==> src/arcade_pkg.sv <==
// Shared register map, field positions, widths and scanline modes, imported by the shell RTL and its testbench.
`default_nettype none

package arcade_pkg;

	// apb bus geometry.
	localparam int apb_addr_w = 8;
	localparam int apb_data_w = 32;

	// byte addresses of the two mapped registers.
	localparam logic [apb_addr_w-1:0] reg_ctrl_addr = 8'h00;
	localparam logic [apb_addr_w-1:0] reg_id_addr = 8'h04;

	// control register fields.
	localparam int ctrl_reset_bit = 0;
	localparam int ctrl_test_bit = 1;
	localparam int ctrl_scan_lsb = 3;
	localparam int ctrl_blend_bit = 5;

	// only these bits are stored.
	// Bit 2 and everything above bit 5 read back as zero.
	localparam logic [apb_data_w-1:0] ctrl_mask = 32'h0000_003b;

	// returned by the identifier register so a host can recognise the shell.
	localparam logic [apb_data_w-1:0] build_id = 32'h4152_4331;

	// scanline darkening applied on odd lines.
	typedef enum logic [1:0] {
		scan_off = 2'd0,
		scan_25 = 2'd1,
		scan_50 = 2'd2,
		scan_75 = 2'd3
	} scan_mode_e;

	// the core delivers 8-bit grey, the board takes 6 bits per colour.
	localparam int vid_w = 8;
	localparam int rgb_w = 6;

	// audio samples from the core.
	localparam int audio_w = 7;

endpackage

`default_nettype wire
==> src/cfg_bus_if.sv <==
// Option settings bus from the APB register block to the video stage and the shell top.
`timescale 1ns/1ns
`default_nettype none

interface cfg_bus_if import arcade_pkg::*; ();

	logic       soft_reset;
	logic       self_test;
	scan_mode_e scan_mode;
	logic       blend;

	// the register block owns every field.
	modport regs (
		output soft_reset,
		output self_test,
		output scan_mode,
		output blend
	);

	// the video path only needs the picture options.
	modport video (
		input scan_mode,
		input blend
	);

endinterface

`default_nettype wire

==> src/arcade_shell.sv <==
// Top of the platform shell: APB option registers, video stage and two audio converters around the game core.
`timescale 1ns/1ns
`default_nettype none

module arcade_shell import arcade_pkg::*; (
	input  logic                  clk_sys,
	input  logic                  rst_n,

	// host register access.
	input  logic [apb_addr_w-1:0] paddr,
	input  logic                  psel,
	input  logic                  penable,
	input  logic                  pwrite,
	input  logic [apb_data_w-1:0] pwdata,
	output logic [apb_data_w-1:0] prdata,
	output logic                  pready,
	output logic                  pslverr,

	// video and audio from the core.
	input  logic [vid_w-1:0]      vid,
	input  logic                  hblank,
	input  logic                  vblank,
	input  logic                  hsync,
	input  logic                  vsync,
	input  logic [audio_w-1:0]    audio_l_in,
	input  logic [audio_w-1:0]    audio_r_in,

	input  logic                  button_reset,

	// board pins.
	output logic [rgb_w-1:0]      vga_r,
	output logic [rgb_w-1:0]      vga_g,
	output logic [rgb_w-1:0]      vga_b,
	output logic                  vga_hs,
	output logic                  vga_vs,
	output logic                  audio_l,
	output logic                  audio_r,

	// back to the core.
	output logic                  core_reset_n,
	output logic                  test_n
);

	cfg_bus_if cfg ();

	apb_cfg_regs regs (
		.clk_sys (clk_sys),
		.rst_n   (rst_n),
		.paddr   (paddr),
		.psel    (psel),
		.penable (penable),
		.pwrite  (pwrite),
		.pwdata  (pwdata),
		.prdata  (prdata),
		.pready  (pready),
		.pslverr (pslverr),
		.cfg     (cfg.regs)
	);

	video_stage video (
		.clk_sys (clk_sys),
		.rst_n   (rst_n),
		.vid     (vid),
		.hblank  (hblank),
		.vblank  (vblank),
		.hsync   (hsync),
		.vsync   (vsync),
		.cfg     (cfg.video),
		.vga_r   (vga_r),
		.vga_g   (vga_g),
		.vga_b   (vga_b),
		.vga_hs  (vga_hs),
		.vga_vs  (vga_vs)
	);

	sigma_delta_dac #(.width(audio_w)) dac_l (
		.clk_sys (clk_sys),
		.rst_n   (rst_n),
		.sample  (audio_l_in),
		.dac     (audio_l)
	);

	sigma_delta_dac #(.width(audio_w)) dac_r (
		.clk_sys (clk_sys),
		.rst_n   (rst_n),
		.sample  (audio_r_in),
		.dac     (audio_r)
	);

	// the core is held in reset by either the host bit or the board button.
	assign core_reset_n = ~(cfg.soft_reset | button_reset);
	assign test_n = ~cfg.self_test;

endmodule

`default_nettype wire

==> src/sigma_delta_dac.sv <==
// First-order sigma-delta converter that turns a parallel audio sample into a one-bit pin stream.
`timescale 1ns/1ns
`default_nettype none

module sigma_delta_dac import arcade_pkg::*; #(
	parameter int width = audio_w
) (
	input  logic             clk_sys,
	input  logic             rst_n,
	input  logic [width-1:0] sample,
	output logic             dac
);

	// the top bit holds the carry of the last addition.
	logic [width:0] acc;

	// the carry is dropped before each add, so only the residue accumulates.
	// Over 2**width cycles this gives exactly sample carries.
	always_ff @(posedge clk_sys) begin
		if (!rst_n) begin
			acc <= '0;
		end else begin
			acc <= {1'b0, acc[width-1:0]} + {1'b0, sample};
		end
	end

	// pin is the registered carry.
	assign dac = acc[width];

endmodule

`default_nettype wire

==> src/video_stage.sv <==
// Video path of the shell: pixel blend, scanline darkening, blanking and grey to RGB, one cycle latency.
`timescale 1ns/1ns
`default_nettype none

module video_stage import arcade_pkg::*; (
	input  logic             clk_sys,
	input  logic             rst_n,
	input  logic [vid_w-1:0] vid,
	input  logic             hblank,
	input  logic             vblank,
	input  logic             hsync,
	input  logic             vsync,
	cfg_bus_if.video         cfg,
	output logic [rgb_w-1:0] vga_r,
	output logic [rgb_w-1:0] vga_g,
	output logic [rgb_w-1:0] vga_b,
	output logic             vga_hs,
	output logic             vga_vs
);

	logic [vid_w-1:0] prev_vid;
	logic             hsync_q;
	logic             line_odd;
	logic             hsync_rise;
	logic [vid_w:0]   pair_sum;
	logic [vid_w-1:0] blended;
	logic [vid_w-1:0] shaded;
	logic [rgb_w-1:0] grey;

	// the extra bit keeps the carry so the average is a true floor.
	assign pair_sum = {1'b0, vid} + {1'b0, prev_vid};
	assign blended = cfg.blend ? pair_sum[vid_w:1] : vid;

	// only odd lines are darkened.
	// Even lines and scan_off pass the blended value through.
	always_comb begin
		shaded = blended;
		if (line_odd) begin
			case (cfg.scan_mode)
				scan_25: begin
					shaded = blended - (blended >> 2);
				end
				scan_50: begin
					shaded = blended >> 1;
				end
				scan_75: begin
					shaded = blended >> 2;
				end
				default: begin
					shaded = blended;
				end
			endcase
		end
	end

	// top bits of the grey level feed all three guns.
	assign grey = (hblank || vblank) ? '0 : shaded[vid_w-1 -: rgb_w];

	assign hsync_rise = hsync & ~hsync_q;

	always_ff @(posedge clk_sys) begin
		if (!rst_n) begin
			prev_vid <= '0;
			hsync_q <= 1'b0;
			line_odd <= 1'b0;
			vga_r <= '0;
			vga_g <= '0;
			vga_b <= '0;
			vga_hs <= 1'b0;
			vga_vs <= 1'b0;
		end else begin
			prev_vid <= vid;
			hsync_q <= hsync;

			// the first line after vsync counts as even.
			if (vsync) begin
				line_odd <= 1'b0;
			end else if (hsync_rise) begin
				line_odd <= ~line_odd;
			end

			vga_r <= grey;
			vga_g <= grey;
			vga_b <= grey;
			vga_hs <= hsync;
			vga_vs <= vsync;
		end
	end

endmodule

`default_nettype wire

==> src/apb_cfg_regs.sv <==
// APB slave with the option control register and a read-only build identifier; drives the settings bus.
`timescale 1ns/1ns
`default_nettype none

module apb_cfg_regs import arcade_pkg::*; (
	input  logic                  clk_sys,
	input  logic                  rst_n,
	input  logic [apb_addr_w-1:0] paddr,
	input  logic                  psel,
	input  logic                  penable,
	input  logic                  pwrite,
	input  logic [apb_data_w-1:0] pwdata,
	output logic [apb_data_w-1:0] prdata,
	output logic                  pready,
	output logic                  pslverr,
	cfg_bus_if.regs               cfg
);

	logic [apb_data_w-1:0] ctrl_q;
	logic                  access;
	logic                  hit_ctrl;
	logic                  hit_id;
	logic                  bad_addr;
	logic                  id_write;
	logic                  ctrl_write;

	// the access phase is the only cycle in which anything is decided.
	assign access = psel & penable;

	assign hit_ctrl = (paddr == reg_ctrl_addr);
	assign hit_id = (paddr == reg_id_addr);
	assign bad_addr = ~(hit_ctrl | hit_id);
	assign id_write = pwrite & hit_id;

	// no wait states.
	assign pready = 1'b1;

	// errors are flagged in the access phase and leave all registers untouched.
	assign pslverr = access & (bad_addr | id_write);

	assign ctrl_write = access & pwrite & hit_ctrl;

	always_ff @(posedge clk_sys) begin
		if (!rst_n) begin
			ctrl_q <= '0;
		end else if (ctrl_write) begin
			ctrl_q <= pwdata & ctrl_mask;
		end
	end

	// read data is decoded from the address already in setup.
	// It stays stable through the access phase.
	always_comb begin
		prdata = '0;
		if (psel && !pwrite) begin
			if (hit_ctrl) begin
				prdata = ctrl_q;
			end else if (hit_id) begin
				prdata = build_id;
			end
		end
	end

	assign cfg.soft_reset = ctrl_q[ctrl_reset_bit];
	assign cfg.self_test = ctrl_q[ctrl_test_bit];
	assign cfg.scan_mode = scan_mode_e'(ctrl_q[ctrl_scan_lsb +: 2]);
	assign cfg.blend = ctrl_q[ctrl_blend_bit];

endmodule

`default_nettype wire

==> config.mk <==
export PLATFORM = sky130hd
export DESIGN_NAME = arcade_shell
export DESIGN_NICKNAME = d
export VERILOG_FILES = /design/src/arcade_pkg.sv /design/src/cfg_bus_if.sv /design/src/arcade_shell.sv /design/src/sigma_delta_dac.sv /design/src/video_stage.sv /design/src/apb_cfg_regs.sv
export SDC_FILE = /design/constraint.sdc
export NUM_CORES = 1
export LEC_CHECK = 0
export BUFFER_PORTS_ARGS = -buffer_cell sky130_fd_sc_hd__buf_2
export CORE_UTILIZATION = 54
export CTS_BUF_LIST = sky130_fd_sc_hd__clkbuf_8
export DETAILED_ROUTE_END_ITERATION = 10
export HOLD_SLACK_MARGIN = 0.1
export PLACE_DENSITY_LB_ADDON = 0.2
export SYNTH_ARGS = -nofsm -noshare
export SYNTH_HDL_FRONTEND = slang
export SYNTH_HIERARCHICAL = 1
export SYNTH_SLANG_ARGS = --single-unit
==> constraint.sdc <==
create_clock -name clk_sys -period 11.7 [get_ports clk_sys]
set_input_delay 2.34 -clock clk_sys [delete_from_list [all_inputs] [get_ports clk_sys]]
set_output_delay 2.34 -clock clk_sys [all_outputs]
set_load 0.01 [all_outputs]
Word level (Yosys, flattened, before mapping)
Cells that the tools add are included.

Output and inout bits: 58. Flip-flop bits (word level): 38. Word-level logic and storage cells: 43. Input bits: 72.

Add/subtract/negate cells: 4. Bitwise gates (word level): 15. Multiplexer cells: 6. Eq/ne operators: 4. Reduce and logical (&&, ||, !) cells: 6.

Operators by type and width (number): 32-bit two-way mux (2); 31-bit two-way mux (1); 8-bit one-hot mux with 3 select lines (1); 7-bit by 7-bit adder with 8-bit output (2); 8-bit two-way mux (2); 8-bit by 8-bit adder with 9-bit output (1); 8-bit by 3-bit == test with 1-bit output, second input constant (1); 8-bit zero test (1); 8-bit by 6-bit subtractor with 8-bit output (1); 1-bit bitwise AND (6); 1-bit inverter (6); 2-bit == test, second input constant (2); 2-bit OR reduction (2); 1-bit bitwise OR (3); 2-bit by 1-bit == test with 1-bit output, second input constant (1); 1-bit logical AND (1); 1-bit zero test (1); 1-bit logical OR (1).

Logic depth before layout (Yosys ltp)
Depth after elaboration: 5. Gate-level depth with buffers: 15. Mapped depth without buffers: 15.

Hierarchy
Netlist, hierarchy kept.

Modules (own cells, without submodules): video_stage (times used 1, sequential area each 340.3 um^2, area an instance 1515.2 um^2, cells an instance 188); sigma_delta_dac (times used 2, sequential area each 160.2 um^2, area an instance 508.0 um^2, cells an instance 57); apb_cfg_regs (times used 1, sequential area each 100.1 um^2, area an instance 531.8 um^2, cells an instance 69); arcade_shell (times used 1, sequential area each 0.0 um^2, area an instance 7.5 um^2, cells an instance 2).

Least setup slack after synthesis
Ideal clock, no wire load.

Path kind: input -> output. From: input port paddr[7]. To: output port prdata[14]. Required time: 9.360 ns. Setup slack: 6.109 ns. Stages: 4. Data arrival time: 3.251 ns. Buffers on the path: 1. Cell sequence: nor3_1 nand2_1 and4bb_2 buf_4.

Word-level cells in the longest chain between the ends: 4. Elaborated cells between the ends (all ways): 5. Classes of those cells: 1 x eq/ne; 3 x mux; 1 x reduce/logical.

RTL lines: start: declaration (RTL line arcade_shell.sv:10) `input logic [apb_addr_w-1:0] paddr,`; 8-bit by 3-bit == test with 1-bit output (RTL line apb_cfg_regs.sv:31) `assign hit_id = (paddr == reg_id_addr);`; 31-bit two-way mux (RTL line apb_cfg_regs.sv:58) `end else if (hit_id) begin`; 32-bit two-way mux (*) (RTL line apb_cfg_regs.sv:56) `if (hit_ctrl) begin`; 32-bit two-way mux (*) (RTL line apb_cfg_regs.sv:55) `if (psel && !pwrite) begin`; end: declaration (RTL line arcade_shell.sv:15) `output logic [apb_data_w-1:0] prdata,`.

Every way passes the cells marked *; elsewhere a longest branch is shown, timed or not.

Worst setup path after layout
From: input port paddr[7]. To: output port prdata[1].

Word-level cells in the longest chain between the ends: 3.

RTL lines: 8-bit zero test (RTL line apb_cfg_regs.sv:30) `assign hit_ctrl = (paddr == reg_ctrl_addr);`; 32-bit two-way mux (RTL line apb_cfg_regs.sv:56); 32-bit two-way mux (RTL line apb_cfg_regs.sv:55).

Every way passes these cells.

==> flow_metrics.py <==
metrics = {
    "route": {
        "dr_wl_met2_um": 3230,
        "avgViaCountPerCell": 5.49,
        "wl_met3_um": 310,
        "drcViolationCount": 0,
        "wl_um": 6450,
        "ant_nets": 0,
        "drtIter0Drc": 148,
        "vias": 2772,
        "top_layer": "met4",
        "routedWlPerCell_um": 12.8,
        "dr.pass1.iters": 4,
        "wl_met1_um": 2830,
    },
    "worst_hold_path": {
        "hold-path-endpoint": "regs/ctrl_q[1]",
        "hold_class": "register to register",
        "worstHoldPathCells": 2,
        "min_from": "regs/ctrl_q[1]",
    },
    "clocking": {
        "cts_tree": "done",
        "cts_htree_levels": 2,
        "numCtsBuffers": 5,
        "clkLatencyLatePin_ps": 300,
        "cts_buffer_depth": 2,
        "cts.sinks": 38,
        "postCtsSetupBuffers": 0,
        "clockRootBuffer": "clkbuf_8",
        "path_clk_slew_ps": 80,
        "cts_hold_buffers": 0,
        "ctsResizeCount": 0,
    },
    "global_route": {
        "grt_pass1_vias": 2464,
        "grt_max_degree": 45,
        "track_usage_pct": 22.5,
        "antenna_found_initial": 0,
        "grt_pass1_wl_um": 10800,
        "overflow": 0,
    },
    "worst_setup_path": {
        "reg2regPathDepth": 13,
        "worstPathArrival_ps": 3470,
        "r2r_start": "video/prev_vid[2]",
        "rrSetupSlack_ps": 7930,
        "crit_path_end_kind": "output pin",
        "required_ps": 9360,
        "critPathKind": "input port to output pin",
        "cp_max_fo": 5,
        "regToRegEndpoint": "video/vga_b[5]",
        "cp-start-kind": "input port",
    },
    "logic_synthesis": {
        "synth_edf_count": 0,
        "ys_ff_latch": 38,
        "synthFlopType": "dfxtp_1",
        "yosysTopAreaCellShare_pct": 24.8,
        "synth_area_um2": 3070,
        "yosys_warnings": 6,
        "synth_cell_type_count": 68,
        "synthCells": 373,
        "ys_top_cells_by_area": "dfxtp_1, ha_1, buf_4",
        "syn_area_per_cell_um2": 8.23,
        "synthArstFlopShare_pct": 0,
        "synth_top_area_cell": "dfxtp_1",
        "seq_area_frac_synth_pct": 24.8,
    },
    "power": {
        "p_per_area_nw_per_um2": 123,
        "intPower_uw": 289,
        "swShare_pct": 31.9,
        "p_clk_share_pct": 32.8,
        "pwr-share-seq_pct": 35.5,
        "p_comb_share_pct": 31.7,
        "ir_drop_mv": 0.0740,
        "p_sw_uw": 135,
        "power_leakage_uw": 0.00163,
    },
    "timing": {
        "maxSlewViolCount": 0,
        "hold_violations": 0,
        "worst_pin_slew_ps": 684,
        "slew_headroom_pct": 54.4,
        "skew_ps": 6.99,
        "setup_viol": 0,
        "period_share_pct": 49.7,
        "clock.fmax_mhz": 172,
        "fin_crit_ps": 5810,
        "setup_tns_ps": 0,
        "rsz0062_at_grt": "false",
    },
    "floorplan": {
        "start_util_pct": 55.8,
        "fp.dieH_um": 77.4,
        "num_rows": 27,
        "fp.dieW_um": 77.4,
        "die_area_um2": 5990,
        "core_um2": 5510,
        "pin_count": 130,
    },
    "placement": {
        "gp_congestion": 0.813,
        "hpwlAfterDp_um": 4880,
        "place_area_um2": 3300,
        "port_buffers": 82,
    },
    "job": {
        "drv_cap": 0,
    },
    "finish": {
        "syn_to_final_growth_pct": 11.9,
        "drive_above_1_share_pct": 24.9,
        "fin_nets": 532,
        "final_util_pct": 62.4,
        "final_cell_area_um2": 3440,
        "num_antenna_cells": 0,
    },
    "run_status": {
        "status": "finished, final reports clean",
    },
}
==> synthesized netlist by cell type (4+ instances only) <==
cell type  count
dfxtp_1       38
o21ai_1        4
nand3_1        7
mux2i_1        7
nand2_1       25
buf_2          4
a211oi_1       5
nor2_1        34
xnor2_1        7
a21oi_1       15
ha_1          25
a31oi_1        6
o21a_1         8
a21o_1         5
o21ai_0       15
and2_1        15
inv_1         22
nor3_1         8
nor3b_1        6
nor2b_1        7
buf_4         39
==> worst max path at each step <==
| stage | start | end | slack [ps] | cells past startpoint |
|---|---|---|---|---|
| 6_report | paddr[7] | prdata[1] | 5890 | 5 |
| 4_1_cts | paddr[7] | prdata[1] | 5890 | 5 |
| 3_3_place_gp | vid[2] | video/vga_b[5] | 5850 | 14 |
| 5_1_grt | paddr[7] | prdata[1] | 5680 | 5 |
| 2_1_floorplan | paddr[7] | prdata[14] | 6110 | 4 |
| 3_5_place_dp | vid[2] | video/vga_b[5] | 5750 | 14 |
==> registers in the layout (all words and copies together) (netlist names) <==
name and flops:
video/vga_vs 1, video/hsync_q 1, dac_l/acc 8, video/vga_b 6, video/line_odd 1, dac_r/acc 8
video/prev_vid 8, regs/ctrl_q 5
==> placed cells by master, fill, tap and decap left out, drive strengths merged, types with 5 or more instances in the layout <==
master	instances
a31oi	6
inv	23
a211oi	7
a21o	5
nor3b	6
nor2	34
clkbuf	5
ha	25
nor3	9
nand2	25
dfxtp	38
o31ai	5
mux2i	7
o21a	8
o21ai	21
a21oi	16
and2	15
buf	82
nor2b	7
xnor2	7
nand3	7
conb	20
==> power by group through the flow <==
stage | Clock, µW | Sequential (µW) | Combinational [µW]
after floorplan | 0 | 153 | 107
after global placement | 0 | 153 | 128
after detailed placement | 0 | 153 | 133
after CTS | 142 | 151 | 134
after global routing | 148 | 152 | 153
final | 139 | 151 | 134
==> logic make-up (layout without fill, tap and decap cells) <==
kind of cell             count (synthesis)  count (layout)  share of synthesized area (%)
adder cells (fa/ha/maj)                 29              29                           12.5
flip-flops                              38              38                           24.8
multiplexers                             8               8                           2.65
AND/OR/NAND/NOR                        130             130                           23.2
AO/OA/AOI/OAI                           87              87                           20.5
other                                    2              20                          0.245
buffers and inverters                   71             113                           13.9
XOR/XNOR                                 8               8                           2.28
==> final cells by class <==
| class | count | area [µm²] |
|---|---|---|
| fill | 523 | 2070 |
| clock buffer | 5 | 68.8 |
| clock inverter | 3 | 68.8 |
| multi-input combinational | 282 | 1950 |
| tap | 72 | 90.1 |
| timing repair buffer | 82 | 410 |
| sequential | 38 | 761 |
| inverter | 23 | 86.3 |
==> through the flow <==
step	instances	setup WS, ps	power, µW	hold WS, ps
2_1_floorplan	391	6110	260	443
3_3_place_gp	497	5850	281	459
3_5_place_dp	497	5750	286	478
4_1_cts	505	5890	427	496
5_1_grt	505	5680	453	519
6_report	505	5890	424	487
==> worst max-delay path, cell delays in order <==
cell      delay (ps)
buf_2             90
nor3_1           370
nand4b_1         280
nor3b_1          240
buf_2            160
==> metal layers <==
layer / track usage (%) / up-vias
li1: - / 1378
met1: 27.9 / 1300
met2: 38.8 / 87
met3: 3.88 / 7
met4: 8.11 / 0
met5: 0 / -
(Power assumes the default switching activity.)
